## src/common/video_pkg.sv

```systemverilog
package video_pkg;

	localparam int CNT_W     = 11; // Raster counters and limits
	localparam int SW_W      = 4;  // Format switch code
	localparam int CLK_SET_W = 8;  // Pixel clock M and D
	localparam int COLOR_W   = 8;  // One colour channel
	localparam int NUM_FMT   = 6;

	// Display formats in table row order
	typedef enum logic [2:0] {
		fmt_vga,
		fmt_svga,
		fmt_xga,
		fmt_hdtv720p,
		fmt_sxga,
		fmt_camera
	} video_format_e;

	////////////////////
	// Switch codes
	////////////////////
	localparam logic [SW_W-1:0] SW_VGA      = 4'b0000;
	localparam logic [SW_W-1:0] SW_SVGA     = 4'b0001;
	localparam logic [SW_W-1:0] SW_HDTV720P = 4'b0010;
	localparam logic [SW_W-1:0] SW_XGA      = 4'b0011;
	localparam logic [SW_W-1:0] SW_SXGA     = 4'b1000;
	localparam logic [SW_W-1:0] SW_CAMERA   = 4'b1001;

	////////////////////
	// Timing tables
	////////////////////
	// Rows follow video_format_e
	localparam logic [CNT_W-1:0] H_PIXELS [NUM_FMT] =
		'{11'd640, 11'd800, 11'd1024, 11'd1280, 11'd1280, 11'd1280};
	localparam logic [CNT_W-1:0] V_LINES [NUM_FMT] =
		'{11'd480, 11'd600, 11'd768, 11'd720, 11'd1024, 11'd720};
	localparam logic [CNT_W-1:0] H_FPORCH [NUM_FMT] =
		'{11'd16, 11'd40, 11'd24, 11'd110, 11'd48, 11'd110};
	localparam logic [CNT_W-1:0] H_SYNC_PW [NUM_FMT] =
		'{11'd96, 11'd128, 11'd136, 11'd40, 11'd112, 11'd39};
	localparam logic [CNT_W-1:0] H_BPORCH [NUM_FMT] =
		'{11'd48, 11'd88, 11'd160, 11'd220, 11'd248, 11'd220};
	localparam logic [CNT_W-1:0] V_FPORCH [NUM_FMT] =
		'{11'd10, 11'd1, 11'd3, 11'd5, 11'd1, 11'd4};
	localparam logic [CNT_W-1:0] V_SYNC_PW [NUM_FMT] =
		'{11'd2, 11'd4, 11'd6, 11'd5, 11'd3, 11'd4};
	localparam logic [CNT_W-1:0] V_BPORCH [NUM_FMT] =
		'{11'd33, 11'd23, 11'd29, 11'd20, 11'd38, 11'd22};

	localparam logic SYNC_NEG [NUM_FMT] = '{1'b1, 1'b0, 1'b1, 1'b0, 1'b0, 1'b0}; // 1 is negative

	// DCM M and D, one below the real ratio
	localparam logic [CLK_SET_W-1:0] PCLK_M [NUM_FMT] =
		'{8'd1, 8'd3, 8'd12, 8'd247, 8'd53, 8'd134};
	localparam logic [CLK_SET_W-1:0] PCLK_D [NUM_FMT] =
		'{8'd3, 8'd4, 8'd9, 8'd166, 8'd24, 8'd90};

	// Eight bars across the active line
	localparam logic [CNT_W-1:0] BAR_WIDTH [NUM_FMT] =
		'{11'd80, 11'd100, 11'd128, 11'd160, 11'd160, 11'd160};

	localparam logic [3*COLOR_W-1:0] BAR_RGB [8] = '{
		24'hFFFFFF, // White
		24'hFFFF00, // Yellow
		24'h00FFFF, // Cyan
		24'h00FF00, // Green
		24'hFF00FF, // Magenta
		24'hFF0000, // Red
		24'h0000FF, // Blue
		24'h000000  // Black
	};

	// Switch code to format
	function automatic video_format_e decode_format(input logic [SW_W-1:0] code);
		video_format_e fmt;
		case (code)
			SW_VGA:      fmt = fmt_vga;
			SW_SVGA:     fmt = fmt_svga;
			SW_XGA:      fmt = fmt_xga;
			SW_HDTV720P: fmt = fmt_hdtv720p;
			SW_SXGA:     fmt = fmt_sxga;
			SW_CAMERA:   fmt = fmt_camera;
			default:     fmt = fmt_hdtv720p; // Undefined codes fall back to 720p
		endcase
		return fmt;
	endfunction

endpackage

```

## src/logic/switch_conditioner.sv

```systemverilog
`timescale 1ns/1ps

module switch_conditioner #(
	parameter int DEBOUNCE_CYCLES = 500000
) (
	input  logic                       clk50m_bufg,
	input  logic                       RSTBTN,
	input  logic [video_pkg::SW_W-1:0] sw,
	output logic [video_pkg::SW_W-1:0] sw_stable,
	output logic                       sw_changed
);

	import video_pkg::*;

	localparam int HOLD_W = $clog2(DEBOUNCE_CYCLES + 1);
	localparam logic [HOLD_W-1:0] HOLD_MAX = HOLD_W'(DEBOUNCE_CYCLES);

	logic [SW_W-1:0]   sw_meta;   // First synchronizer flop
	logic [SW_W-1:0]   sw_sync;   // Second flop
	logic [SW_W-1:0]   candidate; // Code being timed
	logic [HOLD_W-1:0] hold_cnt;
	logic              held;      // Candidate has been steady long enough

	////////////////////
	// Synchronizer
	////////////////////
	always_ff @(posedge clk50m_bufg) begin
		if (RSTBTN) begin
			sw_meta <= '0;
			sw_sync <= '0;
		end else begin
			sw_meta <= sw;
			sw_sync <= sw_meta;
		end
	end

	////////////////////
	// Debounce
	////////////////////
	assign held = (hold_cnt == HOLD_MAX);

	always_ff @(posedge clk50m_bufg) begin
		if (RSTBTN) begin
			candidate <= '0;
			hold_cnt  <= '0;
		end else if (sw_sync != candidate) begin
			candidate <= sw_sync; // Any bounce restarts the hold time
			hold_cnt  <= '0;
		end else if (!held) begin
			hold_cnt <= hold_cnt + 1'b1; // Saturates at HOLD_MAX
		end
	end

	// Publish only a real change of code
	always_ff @(posedge clk50m_bufg) begin
		if (RSTBTN) begin
			sw_stable  <= '0;
			sw_changed <= 1'b0;
		end else begin
			sw_changed <= 1'b0;
			if (held && (candidate != sw_stable)) begin
				sw_stable  <= candidate;
				sw_changed <= 1'b1;
			end
		end
	end

	// One pulse per accepted code
	assert property (@(posedge clk50m_bufg) disable iff (RSTBTN)
		sw_changed |=> !sw_changed);

endmodule

```

## src/logic/format_select.sv

```systemverilog
`timescale 1ns/1ps

module format_select (
	input  logic                            clk50m_bufg,
	input  logic                            RSTBTN,
	input  logic [video_pkg::SW_W-1:0]      sw_stable,
	input  logic                            sw_changed,
	output logic [video_pkg::CNT_W-1:0]     hs_blank,
	output logic [video_pkg::CNT_W-1:0]     hs_sync,
	output logic [video_pkg::CNT_W-1:0]     he_sync,
	output logic [video_pkg::CNT_W-1:0]     he_blank,
	output logic [video_pkg::CNT_W-1:0]     vs_blank,
	output logic [video_pkg::CNT_W-1:0]     vs_sync,
	output logic [video_pkg::CNT_W-1:0]     ve_sync,
	output logic [video_pkg::CNT_W-1:0]     ve_blank,
	output logic                            sync_neg,
	output logic [video_pkg::CNT_W-1:0]     bar_width,
	output logic [video_pkg::CLK_SET_W-1:0] pclk_m,
	output logic [video_pkg::CLK_SET_W-1:0] pclk_d,
	output logic                            restart
);

	import video_pkg::*;

	video_format_e    load_fmt; // Table row to load
	logic             load_en;
	logic [CNT_W-1:0] hs_blank_d;
	logic [CNT_W-1:0] hs_sync_d;
	logic [CNT_W-1:0] he_sync_d;
	logic [CNT_W-1:0] he_blank_d;
	logic [CNT_W-1:0] vs_blank_d;
	logic [CNT_W-1:0] vs_sync_d;
	logic [CNT_W-1:0] ve_sync_d;
	logic [CNT_W-1:0] ve_blank_d;

	// Reset comes up in VGA
	assign load_fmt = RSTBTN ? fmt_vga : decode_format(sw_stable);
	assign load_en  = RSTBTN | sw_changed;

	////////////////////
	// Limit sums
	////////////////////
	// Last live pixel, then front porch, sync and back porch
	assign hs_blank_d = H_PIXELS[load_fmt] - CNT_W'(1);
	assign hs_sync_d  = hs_blank_d + H_FPORCH[load_fmt];
	assign he_sync_d  = hs_sync_d + H_SYNC_PW[load_fmt];
	assign he_blank_d = he_sync_d + H_BPORCH[load_fmt]; // Last pixel of the line
	assign vs_blank_d = V_LINES[load_fmt] - CNT_W'(1);
	assign vs_sync_d  = vs_blank_d + V_FPORCH[load_fmt];
	assign ve_sync_d  = vs_sync_d + V_SYNC_PW[load_fmt];
	assign ve_blank_d = ve_sync_d + V_BPORCH[load_fmt]; // Last line of the frame

	always_ff @(posedge clk50m_bufg) begin
		if (load_en) begin
			hs_blank  <= hs_blank_d;
			hs_sync   <= hs_sync_d;
			he_sync   <= he_sync_d;
			he_blank  <= he_blank_d;
			vs_blank  <= vs_blank_d;
			vs_sync   <= vs_sync_d;
			ve_sync   <= ve_sync_d;
			ve_blank  <= ve_blank_d;
			sync_neg  <= SYNC_NEG[load_fmt];
			bar_width <= BAR_WIDTH[load_fmt];
			pclk_m    <= PCLK_M[load_fmt];  // To DCM M
			pclk_d    <= PCLK_D[load_fmt];  // To DCM D
		end
	end

	// Raster restarts together with the new limits
	always_ff @(posedge clk50m_bufg) begin
		if (RSTBTN) begin
			restart <= 1'b0;
		end else begin
			restart <= sw_changed;
		end
	end

	// Restart only with the settings of the code just accepted
	assert property (@(posedge clk50m_bufg) disable iff (RSTBTN)
		restart |-> $past(sw_changed) && (pclk_m == PCLK_M[decode_format(sw_stable)]));

endmodule

```

## src/timing/timing_gen.sv

```systemverilog
`timescale 1ns/1ps

module timing_gen (
	input  logic                        clk50m_bufg,
	input  logic                        RSTBTN,
	input  logic                        restart,
	input  logic [video_pkg::CNT_W-1:0] hs_blank,
	input  logic [video_pkg::CNT_W-1:0] hs_sync,
	input  logic [video_pkg::CNT_W-1:0] he_sync,
	input  logic [video_pkg::CNT_W-1:0] he_blank,
	input  logic [video_pkg::CNT_W-1:0] vs_blank,
	input  logic [video_pkg::CNT_W-1:0] vs_sync,
	input  logic [video_pkg::CNT_W-1:0] ve_sync,
	input  logic [video_pkg::CNT_W-1:0] ve_blank,
	output logic [video_pkg::CNT_W-1:0] hcount,
	output logic [video_pkg::CNT_W-1:0] vcount,
	output logic                        hblank,
	output logic                        vblank,
	output logic                        hsync_raw,
	output logic                        vsync_raw
);

	import video_pkg::*;

	logic h_end; // Last pixel of the line
	logic v_end; // Last line of the frame

	// Compare with >= so a shrunken limit never lets the counter run away
	assign h_end = (hcount >= he_blank);
	assign v_end = (vcount >= ve_blank);

	////////////////////
	// Raster counters
	////////////////////
	always_ff @(posedge clk50m_bufg) begin
		if (RSTBTN || restart) begin
			hcount <= '0;
			vcount <= '0;
		end else if (h_end) begin
			hcount <= '0;
			if (v_end) begin
				vcount <= '0; // New frame
			end else begin
				vcount <= vcount + CNT_W'(1);
			end
		end else begin
			hcount <= hcount + CNT_W'(1);
		end
	end

	////////////////////
	// Blanking and sync
	////////////////////
	assign hblank    = (hcount > hs_blank);
	assign hsync_raw = (hcount > hs_sync) && (hcount <= he_sync); // Active high here

	assign vblank    = (vcount > vs_blank);
	assign vsync_raw = (vcount > vs_sync) && (vcount <= ve_sync);

	// Old position may sit outside the new raster only around a restart
	assert property (@(posedge clk50m_bufg) disable iff (RSTBTN)
		!restart && !$past(restart) |-> (hcount <= he_blank) && (vcount <= ve_blank));

endmodule

```

## src/timing/video_output_stage.sv

```systemverilog
`timescale 1ns/1ps

module video_output_stage (
	input  logic                          clk50m_bufg,
	input  logic                          RSTBTN,
	input  logic                          hblank,
	input  logic                          vblank,
	input  logic                          hsync_raw,
	input  logic                          vsync_raw,
	input  logic                          sync_neg,
	input  logic [video_pkg::CNT_W-1:0]   bar_width,
	output logic                          hsync,
	output logic                          vsync,
	output logic                          de,
	output logic [video_pkg::COLOR_W-1:0] red,
	output logic [video_pkg::COLOR_W-1:0] green,
	output logic [video_pkg::COLOR_W-1:0] blue
);

	import video_pkg::*;

	localparam int RGB_W = 3 * COLOR_W;

	logic [CNT_W-1:0] bar_pix;     // Pixel within the current bar
	logic [2:0]       bar_idx;     // Palette entry
	logic [CNT_W-1:0] bar_width_q; // Previous width, flags a format switch
	logic             active;
	logic [RGB_W-1:0] rgb_src;
	logic             hs_s1;       // First pipeline stage
	logic             vs_s1;
	logic             de_s1;
	logic [RGB_W-1:0] rgb_s1;

	////////////////////
	// Colour bars
	////////////////////
	always_ff @(posedge clk50m_bufg) begin
		bar_width_q <= bar_width;
	end

	// A new width means the raster restarted at pixel 0
	always_ff @(posedge clk50m_bufg) begin
		if (RSTBTN || hblank || (bar_width != bar_width_q)) begin
			bar_pix <= '0;
			bar_idx <= '0;
		end else if (bar_pix == bar_width - CNT_W'(1)) begin
			bar_pix <= '0;
			bar_idx <= bar_idx + 3'd1; // Next bar
		end else begin
			bar_pix <= bar_pix + CNT_W'(1);
		end
	end

	assign active  = !hblank && !vblank;
	assign rgb_src = active ? BAR_RGB[bar_idx] : '0; // Black outside the live area

	////////////////////
	// Output pipeline
	////////////////////
	// Two stages for sync, de and colour alike
	always_ff @(posedge clk50m_bufg) begin
		if (RSTBTN) begin
			hs_s1  <= sync_neg; // Inactive level
			vs_s1  <= sync_neg;
			de_s1  <= 1'b0;
			rgb_s1 <= '0;
			hsync  <= sync_neg;
			vsync  <= sync_neg;
			de     <= 1'b0;
			red    <= '0;
			green  <= '0;
			blue   <= '0;
		end else begin
			hs_s1  <= hsync_raw ^ sync_neg; // Format polarity
			vs_s1  <= vsync_raw ^ sync_neg;
			de_s1  <= active;
			rgb_s1 <= rgb_src;
			hsync  <= hs_s1;
			vsync  <= vs_s1;
			de     <= de_s1;
			red    <= rgb_s1[RGB_W-1 -: COLOR_W];
			green  <= rgb_s1[2*COLOR_W-1 -: COLOR_W];
			blue   <= rgb_s1[COLOR_W-1:0];
		end
	end

endmodule

```

## src/logic/video_timing_top.sv

```systemverilog
`timescale 1ns/1ps

module video_timing_top #(
	parameter int DEBOUNCE_CYCLES = 500000
) (
	input  logic                            clk50m_bufg,
	input  logic                            RSTBTN,
	input  logic [video_pkg::SW_W-1:0]      sw,
	output logic                            hsync,
	output logic                            vsync,
	output logic                            de,
	output logic [video_pkg::COLOR_W-1:0]   red,
	output logic [video_pkg::COLOR_W-1:0]   green,
	output logic [video_pkg::COLOR_W-1:0]   blue,
	output logic [video_pkg::CLK_SET_W-1:0] pclk_m,
	output logic [video_pkg::CLK_SET_W-1:0] pclk_d
);

	import video_pkg::*;

	logic [SW_W-1:0]  sw_stable;  // Debounced code
	logic             sw_changed;
	logic             restart;
	logic [CNT_W-1:0] hs_blank;   // Horizontal limits
	logic [CNT_W-1:0] hs_sync;
	logic [CNT_W-1:0] he_sync;
	logic [CNT_W-1:0] he_blank;
	logic [CNT_W-1:0] vs_blank;   // Vertical limits
	logic [CNT_W-1:0] vs_sync;
	logic [CNT_W-1:0] ve_sync;
	logic [CNT_W-1:0] ve_blank;
	logic             sync_neg;
	logic [CNT_W-1:0] bar_width;
	logic             hblank;
	logic             vblank;
	logic             hsync_raw;
	logic             vsync_raw;

	////////////////////
	// Format control
	////////////////////
	switch_conditioner #(
		.DEBOUNCE_CYCLES(DEBOUNCE_CYCLES)
	) u_switch_conditioner (
		.clk50m_bufg(clk50m_bufg),
		.RSTBTN     (RSTBTN),
		.sw         (sw),
		.sw_stable  (sw_stable),
		.sw_changed (sw_changed)
	);

	format_select u_format_select (
		.clk50m_bufg(clk50m_bufg),
		.RSTBTN     (RSTBTN),
		.sw_stable  (sw_stable),
		.sw_changed (sw_changed),
		.hs_blank   (hs_blank),
		.hs_sync    (hs_sync),
		.he_sync    (he_sync),
		.he_blank   (he_blank),
		.vs_blank   (vs_blank),
		.vs_sync    (vs_sync),
		.ve_sync    (ve_sync),
		.ve_blank   (ve_blank),
		.sync_neg   (sync_neg),
		.bar_width  (bar_width),
		.pclk_m     (pclk_m),
		.pclk_d     (pclk_d),
		.restart    (restart)
	);

	////////////////////
	// Raster and pixels
	////////////////////
	timing_gen u_timing_gen (
		.clk50m_bufg(clk50m_bufg),
		.RSTBTN     (RSTBTN),
		.restart    (restart),
		.hs_blank   (hs_blank),
		.hs_sync    (hs_sync),
		.he_sync    (he_sync),
		.he_blank   (he_blank),
		.vs_blank   (vs_blank),
		.vs_sync    (vs_sync),
		.ve_sync    (ve_sync),
		.ve_blank   (ve_blank),
		.hcount     (),
		.vcount     (),
		.hblank     (hblank),
		.vblank     (vblank),
		.hsync_raw  (hsync_raw),
		.vsync_raw  (vsync_raw)
	);

	video_output_stage u_video_output_stage (
		.clk50m_bufg(clk50m_bufg),
		.RSTBTN     (RSTBTN),
		.hblank     (hblank),
		.vblank     (vblank),
		.hsync_raw  (hsync_raw),
		.vsync_raw  (vsync_raw),
		.sync_neg   (sync_neg),
		.bar_width  (bar_width),
		.hsync      (hsync),
		.vsync      (vsync),
		.de         (de),
		.red        (red),
		.green      (green),
		.blue       (blue)
	);

endmodule

```

## config.mk

```make
export PLATFORM = sky130hd
export DESIGN_NAME = video_timing_top
export DESIGN_NICKNAME = d
export VERILOG_FILES = /design/src/common/video_pkg.sv /design/src/logic/switch_conditioner.sv /design/src/logic/format_select.sv /design/src/timing/timing_gen.sv /design/src/timing/video_output_stage.sv /design/src/logic/video_timing_top.sv
export SDC_FILE = /design/constraint.sdc
export NUM_CORES = 1
export LEC_CHECK = 0
export BUFFER_PORTS_ARGS = -buffer_cell sky130_fd_sc_hd__buf_4
export CORE_UTILIZATION = 31
export CTS_BUF_LIST = sky130_fd_sc_hd__clkbuf_4
export CTS_CLUSTER_DIAMETER = 120
export CTS_CLUSTER_SIZE = 24
export DETAILED_ROUTE_END_ITERATION = 6
export SLEW_MARGIN = 20
export SYNTH_ARGS = -nofsm -noshare
export SYNTH_HDL_FRONTEND = slang
export SYNTH_SLANG_ARGS = --single-unit
```

## constraint.sdc

```tcl
create_clock -name clk50m_bufg -period 4.8 [get_ports clk50m_bufg]
set_input_delay 0.24 -clock clk50m_bufg [delete_from_list [all_inputs] [get_ports clk50m_bufg]]
set_output_delay 0.24 -clock clk50m_bufg [all_outputs]
set_load 0.02 [all_outputs]
```

==> summary.md <==
| Metric | Value |
|---|---|
| Status | `completed` |
| Clock buffer depth | `2` |
| Post-Synth XOR/XNOR Area | `0.0827` |
| Post-synthesis cell count | `1044` |
| Final ANT Viol Nets | `0` |
| Max Fanout on Critical Path | `6` |
| List of most frequent post-synthesis cells | `ha_1, inv_1, nor2_1` |
| Final setup viols | `0` |
| R2R Setup Slk | `0.28 ns` |
| Syn Nets | `1167` |
| CTS tree | `done` |
| Layout Nets | `1215` |
| Post-Synth Adder-Cell Area | `0.145` |
| Max Freq | `0.221 GHz` |
| Worst Skew | `0.0325 ns` |
| Routed Wire Length | `22400 um` |
| Slew @ Worst Pin | `0.972 ns` |
| Hold crit path type | `primary input to flip-flop` |
| Clock Pin Slew Worst Setup and Hold Paths | `0.15 ns` |
| Synth Area in Compound Gates | `0.0951` |
| Top cells by area, synth | `edfxtp_1, dfxtp_1, ha_1, inv_1, nor2_1` |
| Hpwl dp | `17100 um` |
| Port Buffers | `48` |
| Hold Vio Cnt, Final | `0` |
| Die H | `186 um` |
| Total gr overflow | `0` |
| Placed Cells incl. Taps | `1509` |
| TritonRoute pass-1 iters | `5` |
| Critical path cell sequence | `nor4bb_4 > nor3_4 > ha_1 > mux2i_2 > ha_1 > inv_1 > ha_1 > a31oi_1 > nor2b_1 > o21a_1 > nor2_1 > nor2b_1 > nor2_1 > ha_1 > a21o_1 > a21oi_1 > nor2_1 > maj3_1 > a21o_1` |
| Die X | `186 um` |
| Vias per cell | `4.67` |
| CTS root buffer | `clkbuf_4` |
| WL per Instance | `14.5 um` |
| Largest family of logic cells by synthesized area | `simple AND/OR/NAND/NOR gates` |
| Worst setup SP type | `flip-flop` |
| Number of enable flip-flop cells after synthesis | `88` |
| Initial Utilization | `0.318` |
| Drt drc | `0` |
| Vias in the first global route | `7098` |
| Cell mode on critical path | `ha_1` |
| Overall routing resource usage | `0.137` |
| Worst-skew pair later-pin latency | `0.61 ns` |
| Area Overhead vs Synth | `10.5%` |
| MaxCap Viol Count | `0` |
| Distinct cell type count after synthesis | `87` |
| Layout cell share with drive strength beyond 1 | `0.135` |
| H-Tree Depth | `4` |
| Synth Cell Area | `0.0104 sq mm` |
| Critical path arrival | `4.89 ns` |
| Die area | `0.0344 sq mm` |
| WHS | `0.398 ns` |
| Initial antenna violation count | `1` |
| Power Density | `222 mW/mm^2` |
| Area occupied by multi-input gates | `0.00525 sq mm` |
| Avg Inst Size Synth | `10.0 sq um` |
| Sequential Area | `0.00445 sq mm` |
| Largest net degree at the start of global routing | `72` |
| Initial DRC count | `241` |
| Synth warn | `0` |
| Slew Limit Fails | `0` |
| CP peak stage delay | `0.43 ns` |
| Slowest-stage cell, CP | `dfxtp_2` |
| Rel. slew slack | `0.347` |
| Yosys reg bits | `178` |
| Tmin final | `4.52 ns` |
| Placer Congestion | `0.870` |
| Post-route insts no fill | `1548` |
| Global-route wire length before repair | `36500 um` |
| Core area | `0.0329 sq mm` |
| Async set or reset register ratio after synthesis | `0` |
| CP Class | `flip-flop to flip-flop` |
| Register area share after synthesis | `0.426` |
| Yosys top cell by area | `edfxtp_1` |
| Mux cell area share after synthesis | `0.0117` |
| Layout fillers | `3415` |
| Primary FF master, synth | `dfxtp_1` |
| Sink Count | `178` |
| Fin Setup TNS | `0 ns` |
| Simple-Gate Fraction of Synth Area | `0.166` |
| Num rows | `66` |
| Top Ports | `49` |
| Max rail drop VDD | `0.134 mV` |
| Tcrit/Tclk final | `0.942` |
| Critical path endpoint category | `flip-flop` |
| CTS Buf Count | `17` |
| Area share of the largest cell type after synthesis | `0.253` |
| Lkg Pwr | `0.00502 uW` |
| Vias | `7222` |
| CP required | `5.17 ns` |
worst max-delay path, delay by kind of cell, from the launching register on:
| kind | cells | cell delay (ns) |
|---|---|---|
| AO/OA/AOI/OAI | 5 | 1.08 |
| adder cells (fa/ha/maj) | 5 | 1.36 |
| buffers and inverters | 1 | 0.07 |
| flip-flops | 1 | 0.43 |
| multiplexers | 1 | 0.26 |
| AND/OR/NAND/NOR | 7 | 1.10 |
path summary, 6_finish.rpt:
kind              cells past startpoint                         endpoint                              start
setup / recovery                     19     u_format_select.he_blank[10]  u_switch_conditioner.sw_stable[0]
hold / removal                        3  u_switch_conditioner.sw_meta[3]                              sw[3]
setup reg to reg                     19     u_format_select.he_blank[10]  u_switch_conditioner.sw_stable[0]
hold reg to reg                       1  u_video_output_stage.rgb_s1[15]    u_video_output_stage.bar_idx[2]
power breakdown:
| part | internal, uW | switching [uW] |
|---|---|---|
| sequential | 1620 | 19.3 |
| combinational | 52.9 | 85.2 |
| clock | 221 | 566 |
| total | 1890 | 670 |
state kept, by name (all words and copies together) (netlist names), 5 cells and up:
| signal | flops |
|---|---|
| u_format_select.vs_sync | 10 |
| u_timing_gen.vcount | 11 |
| u_format_select.pclk_d | 7 |
| u_video_output_stage.bar_pix | 11 |
| u_timing_gen.hcount | 11 |
| u_format_select.pclk_m | 5 |
| u_format_select.bar_width | 5 |
| u_format_select.he_blank | 10 |
| u_format_select.ve_blank | 11 |
| u_switch_conditioner.hold_cnt | 19 |
| u_video_output_stage.bar_width_q | 5 |
| u_format_select.vs_blank | 8 |
| u_format_select.he_sync | 9 |
| u_format_select.ve_sync | 11 |
| u_format_select.hs_sync | 8 |
routing by layer:
layer | wire, um | vias to the layer above | track usage
met5 | 0 | - | 0
met4 | 430 | 0 | 0.0459
met3 | 730 | 34 | 0.0272
met2 | 10500 | 123 | 0.225
met1 | 10800 | 3394 | 0.178
li1 | - | 3671 | -
layout by cell type (no fill, tap or decap), drive strengths merged, types with 21 or more instances in the layout:
master / synthesis / layout
inv: 117 / 127
ha: 114 / 114
nor2: 112 / 112
dfxtp: 90 / 90
edfxtp: 88 / 88
buf: 36 / 72
nand2: 50 / 50
xnor2: 48 / 48
xor2: 45 / 45
a21oi: 43 / 43
nand3: 29 / 29
nor2b: 28 / 28
o21ai: 24 / 24
nand4: 22 / 22
nor3: 21 / 21
per-stage QoR:
step	total power, uW	worst slack (ns)	instance area (sq um)	utilization
after floorplan	1770	0.116	10400	-
after global placement	1800	0.246	11200	0.341
after detailed placement	1810	0.126	11200	0.341
after CTS	2600	0.101	11500	0.350
after global routing	2670	-0.00506	11500	0.351
final	2560	0.279	11500	0.351
area by class of cell:
cell class	count	area share
multi-input combinational	700	0.455
sequential	178	0.386
timing repair buffer	77	0.0512
tap	442	0.0479
inverter	118	0.0391
clock buffer	18	0.0117
antenna	1	0.000217
clock inverter	14	0.00910
logic make-up (layout without fill, tap and decap cells):
kind of cell | Yosys count | after routing
xor+xnor | 93 | 93
simple gates | 328 | 328
flops | 178 | 178
fa+ha+maj | 120 | 120
compound gates | 146 | 146
other cells | 2 | 3
mux | 11 | 11
buf+inv | 166 | 227
timing repair:
| item | in CTS | in global routing |
|---|---|---|
| gates resized for setup | 0 | 8 |
| hold endpoints to repair | 5 | 0 |
| setup buffers | 0 | 1 |
| endpoints found under the setup margin | 0 | 3 |
| hold buffers | 5 | 0 |
Power figures use the tool's default switching activity.
